--- src/source/controlUnit_config.svh ---
`ifndef CONTROLUNIT_CONFIG_SVH
`define CONTROLUNIT_CONFIG_SVH

// Instruction word layout
`define CU_OPCODE_WIDTH 5
`define CU_COND_WIDTH 3
`define CU_INSTR_WIDTH 8

// ALU status flags, carry in bit 0
`define CU_FLAG_WIDTH 4
`define CU_FLAG_C 0

// Sequencer step counts
`define CU_FETCH_STEPS 4
`define CU_MEM_EXEC_STEPS 5

`endif
--- src/source/controlUnitPkg.sv ---
`include "controlUnit_config.svh"

package controlUnitPkg;

   // Top five bits of the instruction byte
   typedef enum logic [`CU_OPCODE_WIDTH-1:0] {
      ADD, ADDI, ADDIB, ADC, ADCI,
      SUB, SUBI, SUBIB, SUC, SUCI,
      CMP, CMPI,
      AND, OR, XOR, NOT, NAND, NOR,
      LSL, LSR, ASR,
      NEG,
      LUI, LLI,
      LDW, STW,
      BRANCH,       // Subcode in the low bits
      PUSH_POP
   } opcodeT;

   typedef enum logic [`CU_COND_WIDTH-1:0] {
      BR, BNE, BE, BLT, BGE, BWL, RET, JMP
   } branchT;

   typedef enum logic [3:0] {
      FnNOP,
      FnADD,
      FnADC,
      FnSUB,
      FnNEG,
      FnAND,
      FnOR,
      FnXOR,
      FnNOT,
      FnNAND,
      FnNOR,
      FnLSL,
      FnLSR,
      FnIMM,        // Immediate passthrough
      FnMEM         // Operand 1 passthrough for stores and loads
   } aluFunctionT;

   typedef enum logic {Op1Rd1} op1SelectT;
   typedef enum logic {Op2Imm, Op2Rd2} op2SelectT;
   typedef enum logic {WdAlu, WdSys} wdSelectT;
   typedef enum logic {ImmLong, ImmShort} immSelectT;
   typedef enum logic [1:0] {Pc1, PcAluOut, PcSysbus} pcSelectT;
   typedef enum logic {Rs1Ra, Rs1Rd} rs1SelectT;

   // Sequencer state
   typedef enum logic {Fetch, Execute} phaseT;

   typedef enum logic [$clog2(`CU_FETCH_STEPS)-1:0] {
      Fet1, Fet2, Fet3, Fet4
   } fetchStepT;

   typedef enum logic [$clog2(`CU_MEM_EXEC_STEPS)-1:0] {
      Exe1, Exe2, Exe3, Exe4, Exe5
   } executeStepT;

endpackage

--- src/source/phaseIf.sv ---
`timescale 1ns/1ps

// Current step plus decoded instruction fields, valid every cycle
interface phaseIf;
   controlUnitPkg::phaseT       majorPhase;
   controlUnitPkg::fetchStepT   fetchStep;
   controlUnitPkg::executeStepT executeStep;
   controlUnitPkg::opcodeT      opcode;
   controlUnitPkg::branchT      branchCode;

   modport sequencer (
      output majorPhase,
      output fetchStep,
      output executeStep,
      output opcode,
      output branchCode
   );

   modport decoder (
      input majorPhase,
      input fetchStep,
      input executeStep,
      input opcode,
      input branchCode
   );
endinterface

--- src/source/controlUnit.sv ---
`timescale 1ns/1ps
`include "controlUnit_config.svh"

module controlUnit (
   input  logic                        Clock,
   input  logic                        nReset,
   input  logic [`CU_INSTR_WIDTH-1:0]  OpcodeCondIn,
   input  logic [`CU_FLAG_WIDTH-1:0]   Flags,
   output controlUnitPkg::aluFunctionT AluOp,
   output controlUnitPkg::op1SelectT   Op1Sel,
   output controlUnitPkg::op2SelectT   Op2Sel,
   output controlUnitPkg::immSelectT   ImmSel,
   output controlUnitPkg::wdSelectT    WdSel,
   output controlUnitPkg::pcSelectT    PcSel,
   output controlUnitPkg::rs1SelectT   Rs1Sel,
   output logic                        AluEn,
   output logic                        AluWe,
   output logic                        LrWe,
   output logic                        PcWe,
   output logic                        PcEn,
   output logic                        IrWe,
   output logic                        RegWe,
   output logic                        MemEn,
   output logic                        nWE,
   output logic                        nOE,
   output logic                        nME,
   output logic                        ENB,
   output logic                        ALE,
   output logic                        CFlag
);

   phaseIf phaseBus ();

   cycleSequencer seq0 (
      .Clock        (Clock),
      .nReset       (nReset),
      .OpcodeCondIn (OpcodeCondIn),
      .phase        (phaseBus.sequencer)
   );

   controlDecoder dec0 (
      .Clock  (Clock),
      .nReset (nReset),
      .Flags  (Flags),
      .phase  (phaseBus.decoder),
      .AluOp  (AluOp),
      .Op1Sel (Op1Sel),
      .Op2Sel (Op2Sel),
      .ImmSel (ImmSel),
      .WdSel  (WdSel),
      .PcSel  (PcSel),
      .Rs1Sel (Rs1Sel),
      .AluEn  (AluEn),
      .AluWe  (AluWe),
      .LrWe   (LrWe),
      .PcWe   (PcWe),
      .PcEn   (PcEn),
      .IrWe   (IrWe),
      .RegWe  (RegWe),
      .MemEn  (MemEn),
      .nWE    (nWE),
      .nOE    (nOE),
      .nME    (nME),
      .ENB    (ENB),
      .ALE    (ALE),
      .CFlag  (CFlag)
   );

endmodule

--- src/source/controlDecoder.sv ---
`timescale 1ns/1ps
`include "controlUnit_config.svh"

module controlDecoder (
   input  logic                            Clock,
   input  logic                            nReset,
   input  logic [`CU_FLAG_WIDTH-1:0]       Flags,
   phaseIf.decoder                         phase,
   output controlUnitPkg::aluFunctionT     AluOp,
   output controlUnitPkg::op1SelectT       Op1Sel,
   output controlUnitPkg::op2SelectT       Op2Sel,
   output controlUnitPkg::immSelectT       ImmSel,
   output controlUnitPkg::wdSelectT        WdSel,
   output controlUnitPkg::pcSelectT        PcSel,
   output controlUnitPkg::rs1SelectT       Rs1Sel,
   output logic                            AluEn,
   output logic                            AluWe,
   output logic                            LrWe,
   output logic                            PcWe,
   output logic                            PcEn,
   output logic                            IrWe,
   output logic                            RegWe,
   output logic                            MemEn,    // Pad direction
   output logic                            nWE,
   output logic                            nOE,
   output logic                            nME,
   output logic                            ENB,
   output logic                            ALE,
   output logic                            CFlag
);

   logic [`CU_FLAG_WIDTH-1:0] statusReg;
   logic                      statusWe;
   logic                      isLoad;

   assign isLoad = (phase.opcode == controlUnitPkg::LDW);

   always_ff @(posedge Clock or negedge nReset) begin
      if (!nReset) begin
         statusReg <= '0;
      end else if (statusWe) begin
         statusReg <= Flags;                        // Capture ALU flags
      end
   end

   assign CFlag = statusReg[`CU_FLAG_C];

   always_comb begin
      AluOp    = controlUnitPkg::FnNOP;
      Op1Sel   = controlUnitPkg::Op1Rd1;
      Op2Sel   = controlUnitPkg::Op2Imm;
      ImmSel   = controlUnitPkg::ImmLong;
      WdSel    = controlUnitPkg::WdAlu;
      PcSel    = controlUnitPkg::Pc1;
      Rs1Sel   = controlUnitPkg::Rs1Ra;
      {AluEn, AluWe, LrWe, PcWe, PcEn, IrWe, RegWe} = '0;
      {MemEn, nWE, nOE, nME, ENB, ALE}              = '0;
      statusWe = 1'b0;

      if (phase.majorPhase == controlUnitPkg::Fetch) begin
         case (phase.fetchStep)
            controlUnitPkg::Fet1: begin
               {ALE, nME, nWE, nOE, PcEn} = '1;        // PC out as address
            end
            controlUnitPkg::Fet2: {nWE, MemEn} = '1;
            controlUnitPkg::Fet3: {MemEn, ENB, nWE} = '1;
            default:              {nME, nWE, MemEn, IrWe} = '1;
         endcase
      end else begin
         case (phase.executeStep)
            controlUnitPkg::Exe1: begin
               case (phase.opcode)
                  controlUnitPkg::LUI, controlUnitPkg::LLI: begin
                     AluOp = controlUnitPkg::FnIMM;
                     {nME, RegWe, AluEn, PcWe} = '1;
                  end
                  controlUnitPkg::LDW, controlUnitPkg::STW: begin
                     AluOp  = controlUnitPkg::FnADD;    // Base plus offset
                     ImmSel = controlUnitPkg::ImmShort;
                     {nME, AluEn, AluWe} = '1;
                  end
                  controlUnitPkg::BRANCH: begin
                     if (phase.branchCode == controlUnitPkg::RET) begin
                        PcSel = controlUnitPkg::PcSysbus;
                        {nME, LrWe, PcEn} = '1;
                     end else if (phase.branchCode == controlUnitPkg::JMP) begin
                        AluOp  = controlUnitPkg::FnADD;
                        ImmSel = controlUnitPkg::ImmShort;
                        PcSel  = controlUnitPkg::PcAluOut;
                        {nME, PcWe} = '1;
                     end
                  end
                  controlUnitPkg::PUSH_POP: ;               // Stack ops unimplemented
                  default: begin                            // ALU, shift and compare
                     {nME, PcEn, PcWe, statusWe} = '1;
                     case (phase.opcode)
                        controlUnitPkg::ADD, controlUnitPkg::ADDI, controlUnitPkg::ADDIB:
                           AluOp = controlUnitPkg::FnADD;
                        controlUnitPkg::ADC, controlUnitPkg::ADCI,
                        controlUnitPkg::SUC, controlUnitPkg::SUCI:
                           AluOp = controlUnitPkg::FnADC;
                        controlUnitPkg::SUB, controlUnitPkg::SUBI, controlUnitPkg::SUBIB,
                        controlUnitPkg::CMP, controlUnitPkg::CMPI:
                           AluOp = controlUnitPkg::FnSUB;
                        controlUnitPkg::NEG:  AluOp = controlUnitPkg::FnNEG;
                        controlUnitPkg::AND:  AluOp = controlUnitPkg::FnAND;
                        controlUnitPkg::OR:   AluOp = controlUnitPkg::FnOR;
                        controlUnitPkg::XOR:  AluOp = controlUnitPkg::FnXOR;
                        controlUnitPkg::NOT:  AluOp = controlUnitPkg::FnNOT;
                        controlUnitPkg::NAND: AluOp = controlUnitPkg::FnNAND;
                        controlUnitPkg::NOR:  AluOp = controlUnitPkg::FnNOR;
                        controlUnitPkg::LSL:  AluOp = controlUnitPkg::FnLSL;
                        controlUnitPkg::LSR:  AluOp = controlUnitPkg::FnLSR;
                        default: ;  // No arithmetic shift in the ALU, undefined codes
                     endcase
                     if (phase.opcode inside {controlUnitPkg::ADD, controlUnitPkg::SUB,
                           controlUnitPkg::CMP, controlUnitPkg::AND, controlUnitPkg::OR,
                           controlUnitPkg::XOR, controlUnitPkg::NAND, controlUnitPkg::NOR})
                        Op2Sel = controlUnitPkg::Op2Rd2;
                     if (phase.opcode inside {controlUnitPkg::ADDI, controlUnitPkg::SUBI,
                           controlUnitPkg::CMPI, controlUnitPkg::LSL, controlUnitPkg::LSR,
                           controlUnitPkg::ASR})
                        ImmSel = controlUnitPkg::ImmShort;
                     if (phase.opcode inside {controlUnitPkg::ADDIB, controlUnitPkg::SUBIB})
                        Rs1Sel = controlUnitPkg::Rs1Rd;     // Byte forms read Rd
                     // Result written back for arithmetic only
                     RegWe = phase.opcode inside {[controlUnitPkg::ADD:controlUnitPkg::SUCI]};
                  end
               endcase
            end
            controlUnitPkg::Exe2: begin
               AluOp  = controlUnitPkg::FnADD;
               ImmSel = controlUnitPkg::ImmShort;
               {nME, ALE, nWE, nOE, AluEn} = '1;       // Address latched off the bus
            end
            controlUnitPkg::Exe3: begin
               AluOp  = controlUnitPkg::FnMEM;
               Rs1Sel = controlUnitPkg::Rs1Rd;
               {nWE, AluWe, AluEn} = '1;
               MemEn  = isLoad;
               nOE    = !isLoad;                        // Store data driven out
            end
            controlUnitPkg::Exe4: begin
               {MemEn, ENB, nWE} = {3{isLoad}};
               {AluEn, nOE}      = {2{!isLoad}};
            end
            default: begin
               PcWe = 1'b1;                             // Done, next instruction
               nME  = 1'b1;
               if (isLoad) begin
                  WdSel = controlUnitPkg::WdSys;
                  {nWE, MemEn, RegWe} = '1;
               end else begin
                  {AluEn, nOE} = '1;
               end
            end
         endcase
      end
   end

endmodule

--- src/source/cycleSequencer.sv ---
`timescale 1ns/1ps
`include "controlUnit_config.svh"

module cycleSequencer (
   input  logic                       Clock,
   input  logic                       nReset,
   input  logic [`CU_INSTR_WIDTH-1:0] OpcodeCondIn,
   phaseIf.sequencer                  phase
);

   controlUnitPkg::phaseT       majorPhase;
   controlUnitPkg::fetchStepT   fetchStep;
   controlUnitPkg::executeStepT executeStep;
   controlUnitPkg::opcodeT      opcode;
   logic                        memOp;
   logic                        lastFetch;
   logic                        lastMemExec;

   // Opcode in the top bits, branch subcode in the bottom bits
   assign opcode = controlUnitPkg::opcodeT'(
      OpcodeCondIn[`CU_INSTR_WIDTH-1 -: `CU_OPCODE_WIDTH]);

   assign memOp = (opcode == controlUnitPkg::LDW) || (opcode == controlUnitPkg::STW);

   assign lastFetch = (fetchStep ==
      controlUnitPkg::fetchStepT'(`CU_FETCH_STEPS - 1));
   assign lastMemExec = (executeStep ==
      controlUnitPkg::executeStepT'(`CU_MEM_EXEC_STEPS - 1));

   always_ff @(posedge Clock or negedge nReset) begin
      if (!nReset) begin
         majorPhase  <= controlUnitPkg::Fetch;
         fetchStep   <= controlUnitPkg::Fet1;
         executeStep <= controlUnitPkg::Exe1;
      end else if (majorPhase == controlUnitPkg::Fetch) begin
         if (lastFetch) begin
            majorPhase  <= controlUnitPkg::Execute;   // Instruction latched in Fet4
            fetchStep   <= controlUnitPkg::Fet1;
            executeStep <= controlUnitPkg::Exe1;
         end else begin
            fetchStep <= controlUnitPkg::fetchStepT'(fetchStep + 1'b1);
         end
      end else begin
         // Only loads and stores stay past Exe1, anything else refetches
         if (memOp && !lastMemExec) begin
            executeStep <= controlUnitPkg::executeStepT'(executeStep + 1'b1);
         end else begin
            majorPhase  <= controlUnitPkg::Fetch;
            executeStep <= controlUnitPkg::Exe1;
         end
      end
   end

   assign phase.majorPhase  = majorPhase;
   assign phase.fetchStep   = fetchStep;
   assign phase.executeStep = executeStep;
   assign phase.opcode      = opcode;
   assign phase.branchCode  = controlUnitPkg::branchT'(OpcodeCondIn[`CU_COND_WIDTH-1:0]);

endmodule

--- config.mk ---
export PLATFORM = sky130hd
export DESIGN_NAME = controlUnit
export DESIGN_NICKNAME = d
export VERILOG_FILES = /design/src/source/controlUnitPkg.sv /design/src/source/phaseIf.sv /design/src/source/controlUnit.sv /design/src/source/controlDecoder.sv /design/src/source/cycleSequencer.sv
export VERILOG_INCLUDE_DIRS = /design/src /design/src/source
export SDC_FILE = /design/constraint.sdc
export NUM_CORES = 1
export LEC_CHECK = 0
export BUFFER_PORTS_ARGS = -buffer_cell sky130_fd_sc_hd__buf_2
export CORE_MARGIN = 5
export CORE_UTILIZATION = 54
export DETAILED_ROUTE_END_ITERATION = 10
export GPL_TIMING_DRIVEN = 0
export PLACE_DENSITY = 0.94
export SLEW_MARGIN = 20
export SYNTH_ARGS = -nofsm -noshare
export SYNTH_HDL_FRONTEND = slang
export SYNTH_SLANG_ARGS = --single-unit
--- constraint.sdc ---
create_clock -name Clock -period 5.8 [get_ports Clock]
set_input_delay 0.87 -clock Clock [delete_from_list [all_inputs] [get_ports Clock]]
set_output_delay 0.87 -clock Clock [all_outputs]
set_load 0.01 [all_outputs]
==> metrics.csv, run 1 <==
stage;metric;value;unit
status;status;finished, final reports clean;
timing;final.setup.worst_slack;2.57;ns
timing;slew_violations;0;
floorplan;num_rows;16;
placement;gp_congestion;0.884;
power_and_ir_drop;p_per_area;293;nW/um^2
timing;fin_worst_skew;0.00440;ns
synthesis;synth-seq-cells;7;
global_routing;grt_pass1_vias;1181;
setup_path;end_kind;output port;
placement;dp_slack;2.82;ns
synthesis;ys_seq_area_frac;0.157;
floorplan;die_w;55.5;um
clock_tree;cts_max_level;1;
clock_tree;cts_hold_buffers;0;
synthesis;synth_top_flop_cell;dfrtp_1;
clock_tree;cts_tree;yes;
floorplan;die-height;55.5;um
timing;period_share;0.557;
timing;rsz0062_at_grt;no;
finish;fin_cells;219;
timing;final-hold-violation-count;0;
clock_tree;cts_buffers;3;
route;antenna_left;0;
placement;dp_hpwl;2400;um
setup_path;crit_arrival;2.36;ns
clock_tree;clk_latency;0.25;ns
timing;setup_viol;0;
route;first_pass_iters;4;
global_routing;grt.total_usage;0.198;
synthesis;synth_edf_count;0;
global_routing;grt_max_degree;11;
synthesis;synthArstFlopShare;1.00;
min_path;min_path_type;primary input to asynchronous set/reset pin;
route;drt_iter0_markers;32;
setup_path;cp-start-kind;register;
clock_tree;cts.path.max_buffers;2;
timing;fmax;310;MHz
global_routing;antenna_found_initial;0;
finish;drive_gt1_frac;0.297;
floorplan;initial_utilization;0.570;
clock_tree;clockRootBuffer;clkbuf_4;
route;vias;1285;
finish;areaGrowthSynthToFinish;20.6;%
synthesis;synthesis.nets;177;
finish;final_common_cell;buf_2;
synthesis;synth.distinct_cells;50;
power_and_ir_drop;leakage;0.631;nW
route;drc;0;
finish;final_cell_mix;buf_2 (40), nand2_1 (16), a21oi_1 (15);
clock_tree;clk_pin_slew;0.05;ns
setup_path;reg2reg_depth;6;
synthesis;avgSynthCellArea;7.26;um^2
global_routing;grt_pass1_wl;5090;um
setup_path;crit_fanout;10;
route;drt_wl_total;2990;um
finish;antenna_cells;0;
timing;fin_crit;3.23;ns
placement;dpl.cell_count;215;
run;cap_violations;0;
floorplan;io_pins;39;
synthesis;synth_cells;154;
synthesis;ys.warnings.count;0;
clock_tree;cts_setup_buffers;0;
placement;io_buffers;34;
setup_path;setup.worst_path.class;register to output port;
route;via_per_inst;5.87;
clock_tree;cts-resized-gates;0;
floorplan;core;1960;um^2
finish;nets;216;
route;wl_per_cell;13.6;um
timing;fin_worst_hold_slack;0.437;ns
synthesis;synth_area;1120;um^2
power_and_ir_drop;ir_drop;272;uV
setup_path;crit_required;4.93;ns
timing;setup_tns;0;ns
floorplan;dieArea;3080;um^2
global_routing;grt-ovfl-total;0;
clock_tree;cts.sinks;7;
[per-stage QoR]
step	utilization	power, W	cell area (um^2)
2_1_floorplan	-	0.000258	1120
3_3_place_gp	0.673	0.000344	1320
4_1_cts	0.687	0.000400	1350
6_report	0.687	0.000395	1350
5_1_grt	0.687	0.000437	1350
3_5_place_dp	0.673	0.000355	1320
[cells by family after synthesis]
logic type / count (synthesis) / synth area share
AOI/OAI and AO/OA: 49 / 0.272
xor gates and xnor gates: 2 / 0.0157
adders and majority gates: 9 / 0.101
buffers and inverters: 22 / 0.0974
DFF: 7 / 0.157
muxes: 5 / 0.0493
other: 1 / 0.00336
and+or+nand+nor: 59 / 0.305
[layer usage]
metal  global-route usage  vias to the layer above  wire length [um]
met5                    0                        -                 0
met4                0.122                        0                60
met3               0.0350                        8               147
met2                0.353                       43              1590
met1                0.213                      607              1190
li1                     -                      627                 -
[registers in the layout, summed over array words and instances (netlist names)]
signal and flops:
seq0.phase.majorPhase 1, seq0.phase.fetchStep 2, dec0.statusReg 1, seq0.phase.executeStep 3
[synthesized netlist by cell type, types with 2 or more instances]
library cell / instances / area share
buf_4: 3 / 0.020
inv_1: 10 / 0.034
ha_1: 9 / 0.10
dfrtp_1: 7 / 0.16
nor3_1: 6 / 0.027
nor2_1: 9 / 0.030
nand4b_1: 2 / 0.016
nand3_1: 2 / 0.0090
nand2_1: 16 / 0.054
nor4_2: 2 / 0.022
buf_2: 6 / 0.027
nand2b_1: 5 / 0.028
nand3b_1: 3 / 0.020
o22ai_1: 2 / 0.011
nor4_1: 2 / 0.011
o211ai_1: 2 / 0.013
mux2_2: 3 / 0.030
o2bb2ai_1: 2 / 0.016
o21ai_0: 13 / 0.058
nor2b_1: 4 / 0.022
a21oi_1: 15 / 0.067
o21ai_1: 3 / 0.013
[power breakdown]
part	total, W	leakage (nW)	internal [W]	switching [W]
sequential	0.0000782	0.0904	0.0000650	0.0000133
combinational	0.000275	0.526	0.000115	0.000160
clock	0.0000424	0.0150	0.0000261	0.0000163
total	0.000395	0.631	0.000206	0.000190
[worst max-delay path, stage by stage, from the launching register on]
cell and delay [ns]:
dfrtp_1 0.47, inv_1 0.12, ha_1 0.30, nor2b_1 0.15
buf_2 0.22, nand2_1 0.19, nor4_1 0.37, buf_4 0.16
buf_2 0.12
[final timing paths]
kind | slack [ns] | endpoint | start
max | 2.57 | PcSel[1] | seq0.phase.executeStep[1]
min | 0.44 | seq0.phase.executeStep[0] | nReset
max reg2reg | 3.97 | dec0.statusReg[0] | seq0.phase.executeStep[1]
min reg2reg | 0.50 | dec0.statusReg[0] | dec0.statusReg[0]
max in group asynchronous | 5.21 | seq0.phase.executeStep[2] | nReset
min in group Clock | 0.50 | dec0.statusReg[0] | dec0.statusReg[0]
[layout make-up]
type | instances | area, um^2
inverters | 11 | 41.3
clock buffers | 4 | 26.3
well taps | 27 | 33.8
fillers | 183 | 614
flip-flops and latches | 7 | 175
plain buffers | 11 | 67.6
repair buffers | 34 | 170
multi-input cells | 125 | 833
Note: power is estimated with default switching activity, not from simulation.
==> inputs of run 2 (changes only) <==
Settings changed: CORE_UTILIZATION 54 to 50, PLACE_DENSITY 0.94 to 0.89.
Clock period 5.8 ns to 3.33 ns, I/O delays scaled along.
==> metrics.csv, run 2 (same netlist as run 1, synthesis figures left out) <==
stage;metric;value;unit;change
power_and_ir_drop;ir_drop;607;uV;was 272 uV
global_routing;grt_max_degree;11;;unchanged
floorplan;die-height;57.3;um;was 55.5 um
setup_path;crit_required;2.83;ns;was 4.93 ns
global_routing;grt_pass1_vias;1219;;was 1,181
timing;setup_viol;0;;unchanged
finish;antenna_cells;0;;unchanged
clock_tree;clk_latency;0.24;ns;was 0.25 ns
timing;fin_worst_skew;0.000842;ns;was 0.00440 ns
route;first_pass_iters;4;;unchanged
floorplan;core;2170;um^2;was 1960 um^2
timing;fmax;353;MHz;
route;wl_per_cell;13.4;um;was 13.6 um
route;vias;1268;;was 1,285
timing;final-hold-violation-count;0;;unchanged
route;drt_iter0_markers;24;;was 32
floorplan;die_w;57.3;um;was 55.5 um
status;status;finished, final reports clean;;unchanged
floorplan;initial_utilization;0.515;;was 0.570
setup_path;crit_fanout;10;;unchanged
clock_tree;clockRootBuffer;clkbuf_4;;unchanged
route;antenna_left;0;;unchanged
setup_path;setup.worst_path.class;register to output port;;unchanged
placement;dpl.cell_count;216;;was 215
finish;reg_top3;seq0.phase.executeStep (3), seq0.phase.fetchStep (2);;unchanged
global_routing;antenna_found_initial;0;;unchanged
clock_tree;cts.sinks;7;;unchanged
route;drt_wl_total;2950;um;was 2990 um
route;via_per_inst;5.76;;was 5.87
floorplan;dieArea;3280;um^2;was 3080 um^2
route;drc;0;;unchanged
finish;final_cell_mix;buf_2 (40), nand2_1 (16), a21oi_1 (15);;unchanged
global_routing;grt-ovfl-total;0;;unchanged
min_path;min_path_type;primary input to asynchronous set/reset pin;;unchanged
clock_tree;cts_hold_buffers;0;;unchanged
global_routing;grt_pass1_wl;5110;um;was 5090 um
timing;period_share;0.851;;
finish;drive_gt1_frac;0.297;;unchanged
setup_path;critPathLaunch;seq0.phase.executeStep[1];;unchanged
floorplan;io_pins;39;;unchanged
setup_path;cp-start-kind;register;;unchanged
finish;final_common_cell;buf_2;;unchanged
clock_tree;cts_max_level;1;;unchanged
power_and_ir_drop;leakage;0.631;nW;unchanged
timing;slew_violations;0;;unchanged
clock_tree;cts_buffers;3;;unchanged
placement;dp_hpwl;2380;um;was 2400 um
finish;nets;216;;unchanged
clock_tree;clk_pin_slew;0.05;ns;about the same
timing;rsz0062_at_grt;no;;unchanged
placement;gp_congestion;0.852;;was 0.884
clock_tree;cts_tree;yes;;unchanged
timing;setup_tns;0;ns;unchanged
global_routing;grt.total_usage;0.189;;was 0.198
placement;io_buffers;34;;unchanged
finish;regMostFlops;seq0.phase.executeStep;;unchanged
clock_tree;cts_setup_buffers;0;;unchanged
setup_path;end_kind;output port;;unchanged
floorplan;num_rows;17;;was 16
timing;fin_crit;2.83;ns;
clock_tree;cts-resized-gates;0;;unchanged
finish;areaGrowthSynthToFinish;20.7;%;was 20.6%
clock_tree;cts.path.max_buffers;2;;unchanged
finish;largest_reg_flops;3;;unchanged
setup_path;reg2reg_depth;6;;unchanged
finish;fin_cells;220;;was 219
finish;nFillCells;220;;was 183
setup_path;crit_arrival;2.33;ns;was 2.36 ns
setup_path;r2r-start;seq0.phase.executeStep[1];;unchanged
run;cap_violations;0;;unchanged
power_and_ir_drop;p_per_area;509;nW/um^2;was 293 nW/um^2
## run 2: area by class of cell
| cell class | count | area, um^2 | area share |
|---|---|---|---|
| clock buffer | 4 | 26.3 | 0.0195 |
| timing repair buffer | 34 | 170 | 0.126 |
| sequential | 7 | 175 | 0.130 |
| tap | 28 | 35.0 | 0.0260 |
| buffer | 11 | 67.6 | 0.0501 |
| multi-input combinational | 125 | 833 | 0.618 |
| inverter | 11 | 41.3 | 0.0306 |
## run 2: final timing paths
check | endpoint | slack (ns)
hold reg to reg | dec0.statusReg[0] | 0.51
min in group Clock | dec0.statusReg[0] | 0.48
max in group asynchronous | dec0.statusReg[0] | 3.11
setup reg to reg | dec0.statusReg[0] | 1.51
setup / recovery | PcSel[1] | 0.50
hold / removal | seq0.phase.fetchStep[1] | 0.07
## run 2: critical path: stages (launching register included)
cell and delay (ns):
dfrtp_1 0.47, inv_1 0.11, ha_1 0.29, nor2b_1 0.16, buf_2 0.22, nand2_1 0.19
nor4_1 0.38, buf_4 0.16, buf_2 0.12
## run 2: where the power goes
part           leakage, nW  total [W]  switching, W  internal, W
logic                0.526   0.000479      0.000280     0.000199
clock network       0.0150  0.0000730     0.0000275    0.0000455
registers           0.0904   0.000134     0.0000210     0.000113
total                0.631   0.000686      0.000329     0.000358
## run 2: routing by layer
| metal | track usage | wire length, um | up-vias |
|---|---|---|---|
| li1 | - | - | 626 |
| met1 | 0.210 | 1150 | 595 |
| met2 | 0.347 | 1610 | 39 |
| met3 | 0.0204 | 128 | 8 |
| met4 | 0.0993 | 58 | 0 |
| met5 | 0 | 0 | - |
## run 2: per-stage QoR
stage / util / hold WS, ns / area (um^2) / setup slack, ns / power [W]
global placement: 0.610 / 0.331 / 1320 / 0.875 / 0.000600
CTS: 0.622 / 0.0701 / 1350 / 0.506 / 0.000692
finish: 0.622 / 0.0733 / 1350 / 0.496 / 0.000686
global route: 0.622 / 0.0608 / 1350 / 0.299 / 0.000763
floorplan: - / 0.204 / 1120 / 0.882 / 0.000450
detailed placement: 0.610 / 0.335 / 1320 / 0.783 / 0.000614
==> inputs of run 3 (changes only) <==
Settings changed: REMOVE_ABC_BUFFERS from default to 1.
==> metrics.csv, run 3 (same netlist as run 1, synthesis figures left out) <==
stage;metric;value;unit;change
finish;nets;205;;was 216
power_and_ir_drop;p_sw;0.000331;W;was 0.000329 W
finish;final_common_cell;buf_2;;unchanged
status;status;finished, final reports clean;;unchanged
route;via_per_inst;6.03;;was 5.76
power_and_ir_drop;leakage;0.587;nW;was 0.631 nW
finish;seq_area;175;um^2;unchanged
timing;relSlewSlack;0.622;;
timing;setup_viol;0;;unchanged
power_and_ir_drop;clkPwrFrac;0.106;;about the same
setup_path;reg2reg_setup_slack;1.37;ns;was 1.51 ns
setup_path;end_kind;output port;;unchanged
clock_tree;cts.sinks;7;;unchanged
power_and_ir_drop;p_per_area;529;nW/um^2;was 509 nW/um^2
power_and_ir_drop;seqPwrFrac;0.237;;was 0.195
clock_tree;cts_max_level;1;;unchanged
clock_tree;clk_pin_slew;0.05;ns;about the same
min_path;min_path_type;primary input to asynchronous set/reset pin;;unchanged
finish;nFillCells;213;;was 220
placement;dp_hpwl;2400;um;was 2380 um
floorplan;dieArea;3280;um^2;unchanged
power_and_ir_drop;combPwrFrac;0.657;;was 0.698
clock_tree;cts_hold_buffers;0;;unchanged
route;drt_iter0_markers;40;;was 24
timing;slew_violations;0;;unchanged
setup_path;crit_path_cell_trace;inv_1 > ha_1 > nor2b_2 > nand2_1 > nor4_1 > buf_2;;was inv_1 > ha_1 > nor2b_1 > buf_2 > nand2_1 > nor4_1 > buf_4 > buf_2
floorplan;initial_utilization;0.515;;unchanged
finish;regMostFlops;seq0.phase.executeStep;;unchanged
clock_tree;cts_tree;yes;;unchanged
finish;areaGrowthSynthToFinish;14.9;%;was 20.7%
placement;place_area;1250;um^2;was 1320 um^2
floorplan;io_pins;39;;unchanged
floorplan;die-height;57.3;um;unchanged
clock_tree;cts.path.max_buffers;2;;unchanged
placement;gp_congestion;0.848;;was 0.852
run;cap_violations;0;;unchanged
finish;largest_reg_flops;3;;unchanged
timing;fin_worst_skew;0.000886;ns;was 0.000842 ns
setup_path;crit_fanout;10;;unchanged
finish;reg_top3;seq0.phase.executeStep (3), seq0.phase.fetchStep (2);;unchanged
route;vias;1260;;was 1,268
global_routing;grt_pass1_wl;5020;um;was 5110 um
route;antenna_left;0;;unchanged
timing;rsz0062_at_grt;no;;unchanged
timing;fmax;334;MHz;was 353 MHz
timing;fin_crit;2.99;ns;was 2.83 ns
setup_path;crit_path_top_delay_cell;dfrtp_1;;unchanged
setup_path;cp-start-kind;register;;unchanged
placement;io_buffers;34;;unchanged
setup_path;cp_slowest_stage_delay;0.47;ns;about the same
clock_tree;cts_buffers;3;;unchanged
global_routing;grt_pass1_vias;1198;;was 1,219
route;first_pass_iters;4;;unchanged
setup_path;r2r-start;seq0.phase.executeStep[1];;unchanged
global_routing;grt_max_degree;24;;was 11
floorplan;die_w;57.3;um;unchanged
finish;fin_area;1280;um^2;was 1350 um^2
timing;period_share;0.899;;was 0.851
finish;drive_gt1_frac;0.265;;was 0.297
finish;multi_input_area;836;um^2;was 833 um^2
power_and_ir_drop;p_int;0.000347;W;was 0.000358 W
global_routing;grt.total_usage;0.181;;was 0.189
timing;final-hold-violation-count;0;;unchanged
global_routing;grt-ovfl-total;0;;unchanged
setup_path;r2r_end;dec0.statusReg[0];;unchanged
clock_tree;clockRootBuffer;clkbuf_4;;unchanged
finish;antenna_cells;0;;unchanged
setup_path;crit_required;2.83;ns;about the same
power_and_ir_drop;ir_drop;445;uV;was 607 uV
route;wl_per_cell;14.6;um;was 13.4 um
floorplan;num_rows;17;;unchanged
power_and_ir_drop;switching_share;0.488;;was 0.479
setup_path;reg2reg_depth;5;;was 6
setup_path;setup.worst_path.class;register to output port;;unchanged
route;drt_wl_total;3050;um;was 2950 um
floorplan;core;2170;um^2;unchanged
setup_path;crit_arrival;2.49;ns;was 2.33 ns
route;drc;0;;unchanged
timing;max_slew.worst_pin.slew;0.568;ns;
global_routing;antenna_found_initial;0;;unchanged
finish;final_cell_mix;buf_2 (34), nand2_1 (16), a21oi_1 (15);;was buf_2 (40), nand2_1 (16), a21oi_1 (15)
timing;setup_tns;0;ns;unchanged
clock_tree;clk_latency;0.24;ns;about the same
-- run 3: area by class of cell --
type / instances / area share
multi-input combinational: 125 / 0.651
timing repair buffer: 34 / 0.133
sequential: 7 / 0.136
inverter: 11 / 0.0322
tap: 28 / 0.0273
clock buffer: 4 / 0.0205
-- run 3: metrics by stage --
stage	power (W)	instances	util	hold slack, ns	setup WS [ns]
after floorplan	0.000429	143	-	0.204	0.683
after global placement	0.000587	205	0.578	0.335	0.655
after detailed placement	0.000608	205	0.578	0.339	0.451
after CTS	0.000684	209	0.591	0.0852	0.177
after global routing	0.000747	209	0.592	0.0861	0.206
final	0.000679	209	0.592	0.0841	0.338
-- run 3: per-layer routing --
| layer | wire length [um] | global-route usage | share of wire | up-vias |
|---|---|---|---|---|
| li1 | - | - | - | 609 |
| met1 | 1210 | 0.205 | 0.40 | 606 |
| met2 | 1610 | 0.347 | 0.53 | 39 |
| met3 | 188 | 0.0249 | 0.062 | 6 |
| met4 | 44 | 0.0530 | 0.014 | 0 |
| met5 | 0 | 0 | 0 | - |
-- run 3: power by group through the flow --
| stage | clock network (W) | logic (W) | registers (W) |
|---|---|---|---|
| 6_report | 0.0000718 | 0.000446 | 0.000161 |
| 5_1_grt | 0.0000801 | 0.000498 | 0.000169 |
| 4_1_cts | 0.0000741 | 0.000450 | 0.000160 |
| 3_5_place_dp | 0 | 0.000447 | 0.000161 |
| 3_3_place_gp | 0 | 0.000429 | 0.000158 |
| 2_1_floorplan | 0 | 0.000276 | 0.000153 |
-- run 3: how the worst max path moves through the flow --
stage	from	to	cells past startpoint
3_5_place_dp	seq0.phase.executeStep[1]	LrWe	6
5_1_grt	seq0.phase.executeStep[1]	LrWe	6
2_1_floorplan	seq0.phase.executeStep[1]	LrWe	5
3_3_place_gp	seq0.phase.executeStep[1]	LrWe	6
4_1_cts	seq0.phase.executeStep[1]	LrWe	6
6_report	seq0.phase.executeStep[1]	LrWe	6
-- run 3: what timing repair did --
item,in CTS,in global routing
resized for setup,0,1
setup endpoints to repair,0,2
setup buffers,0,0
-- run 3: critical path, delay by kind of cell, from the launching register on --
family / cells / cell delay (ns)
AND/OR/NAND/NOR: 3 / 1.13
flip-flops: 1 / 0.47
buffers and inverters: 2 / 0.35
adder cells (fa/ha/maj): 1 / 0.30
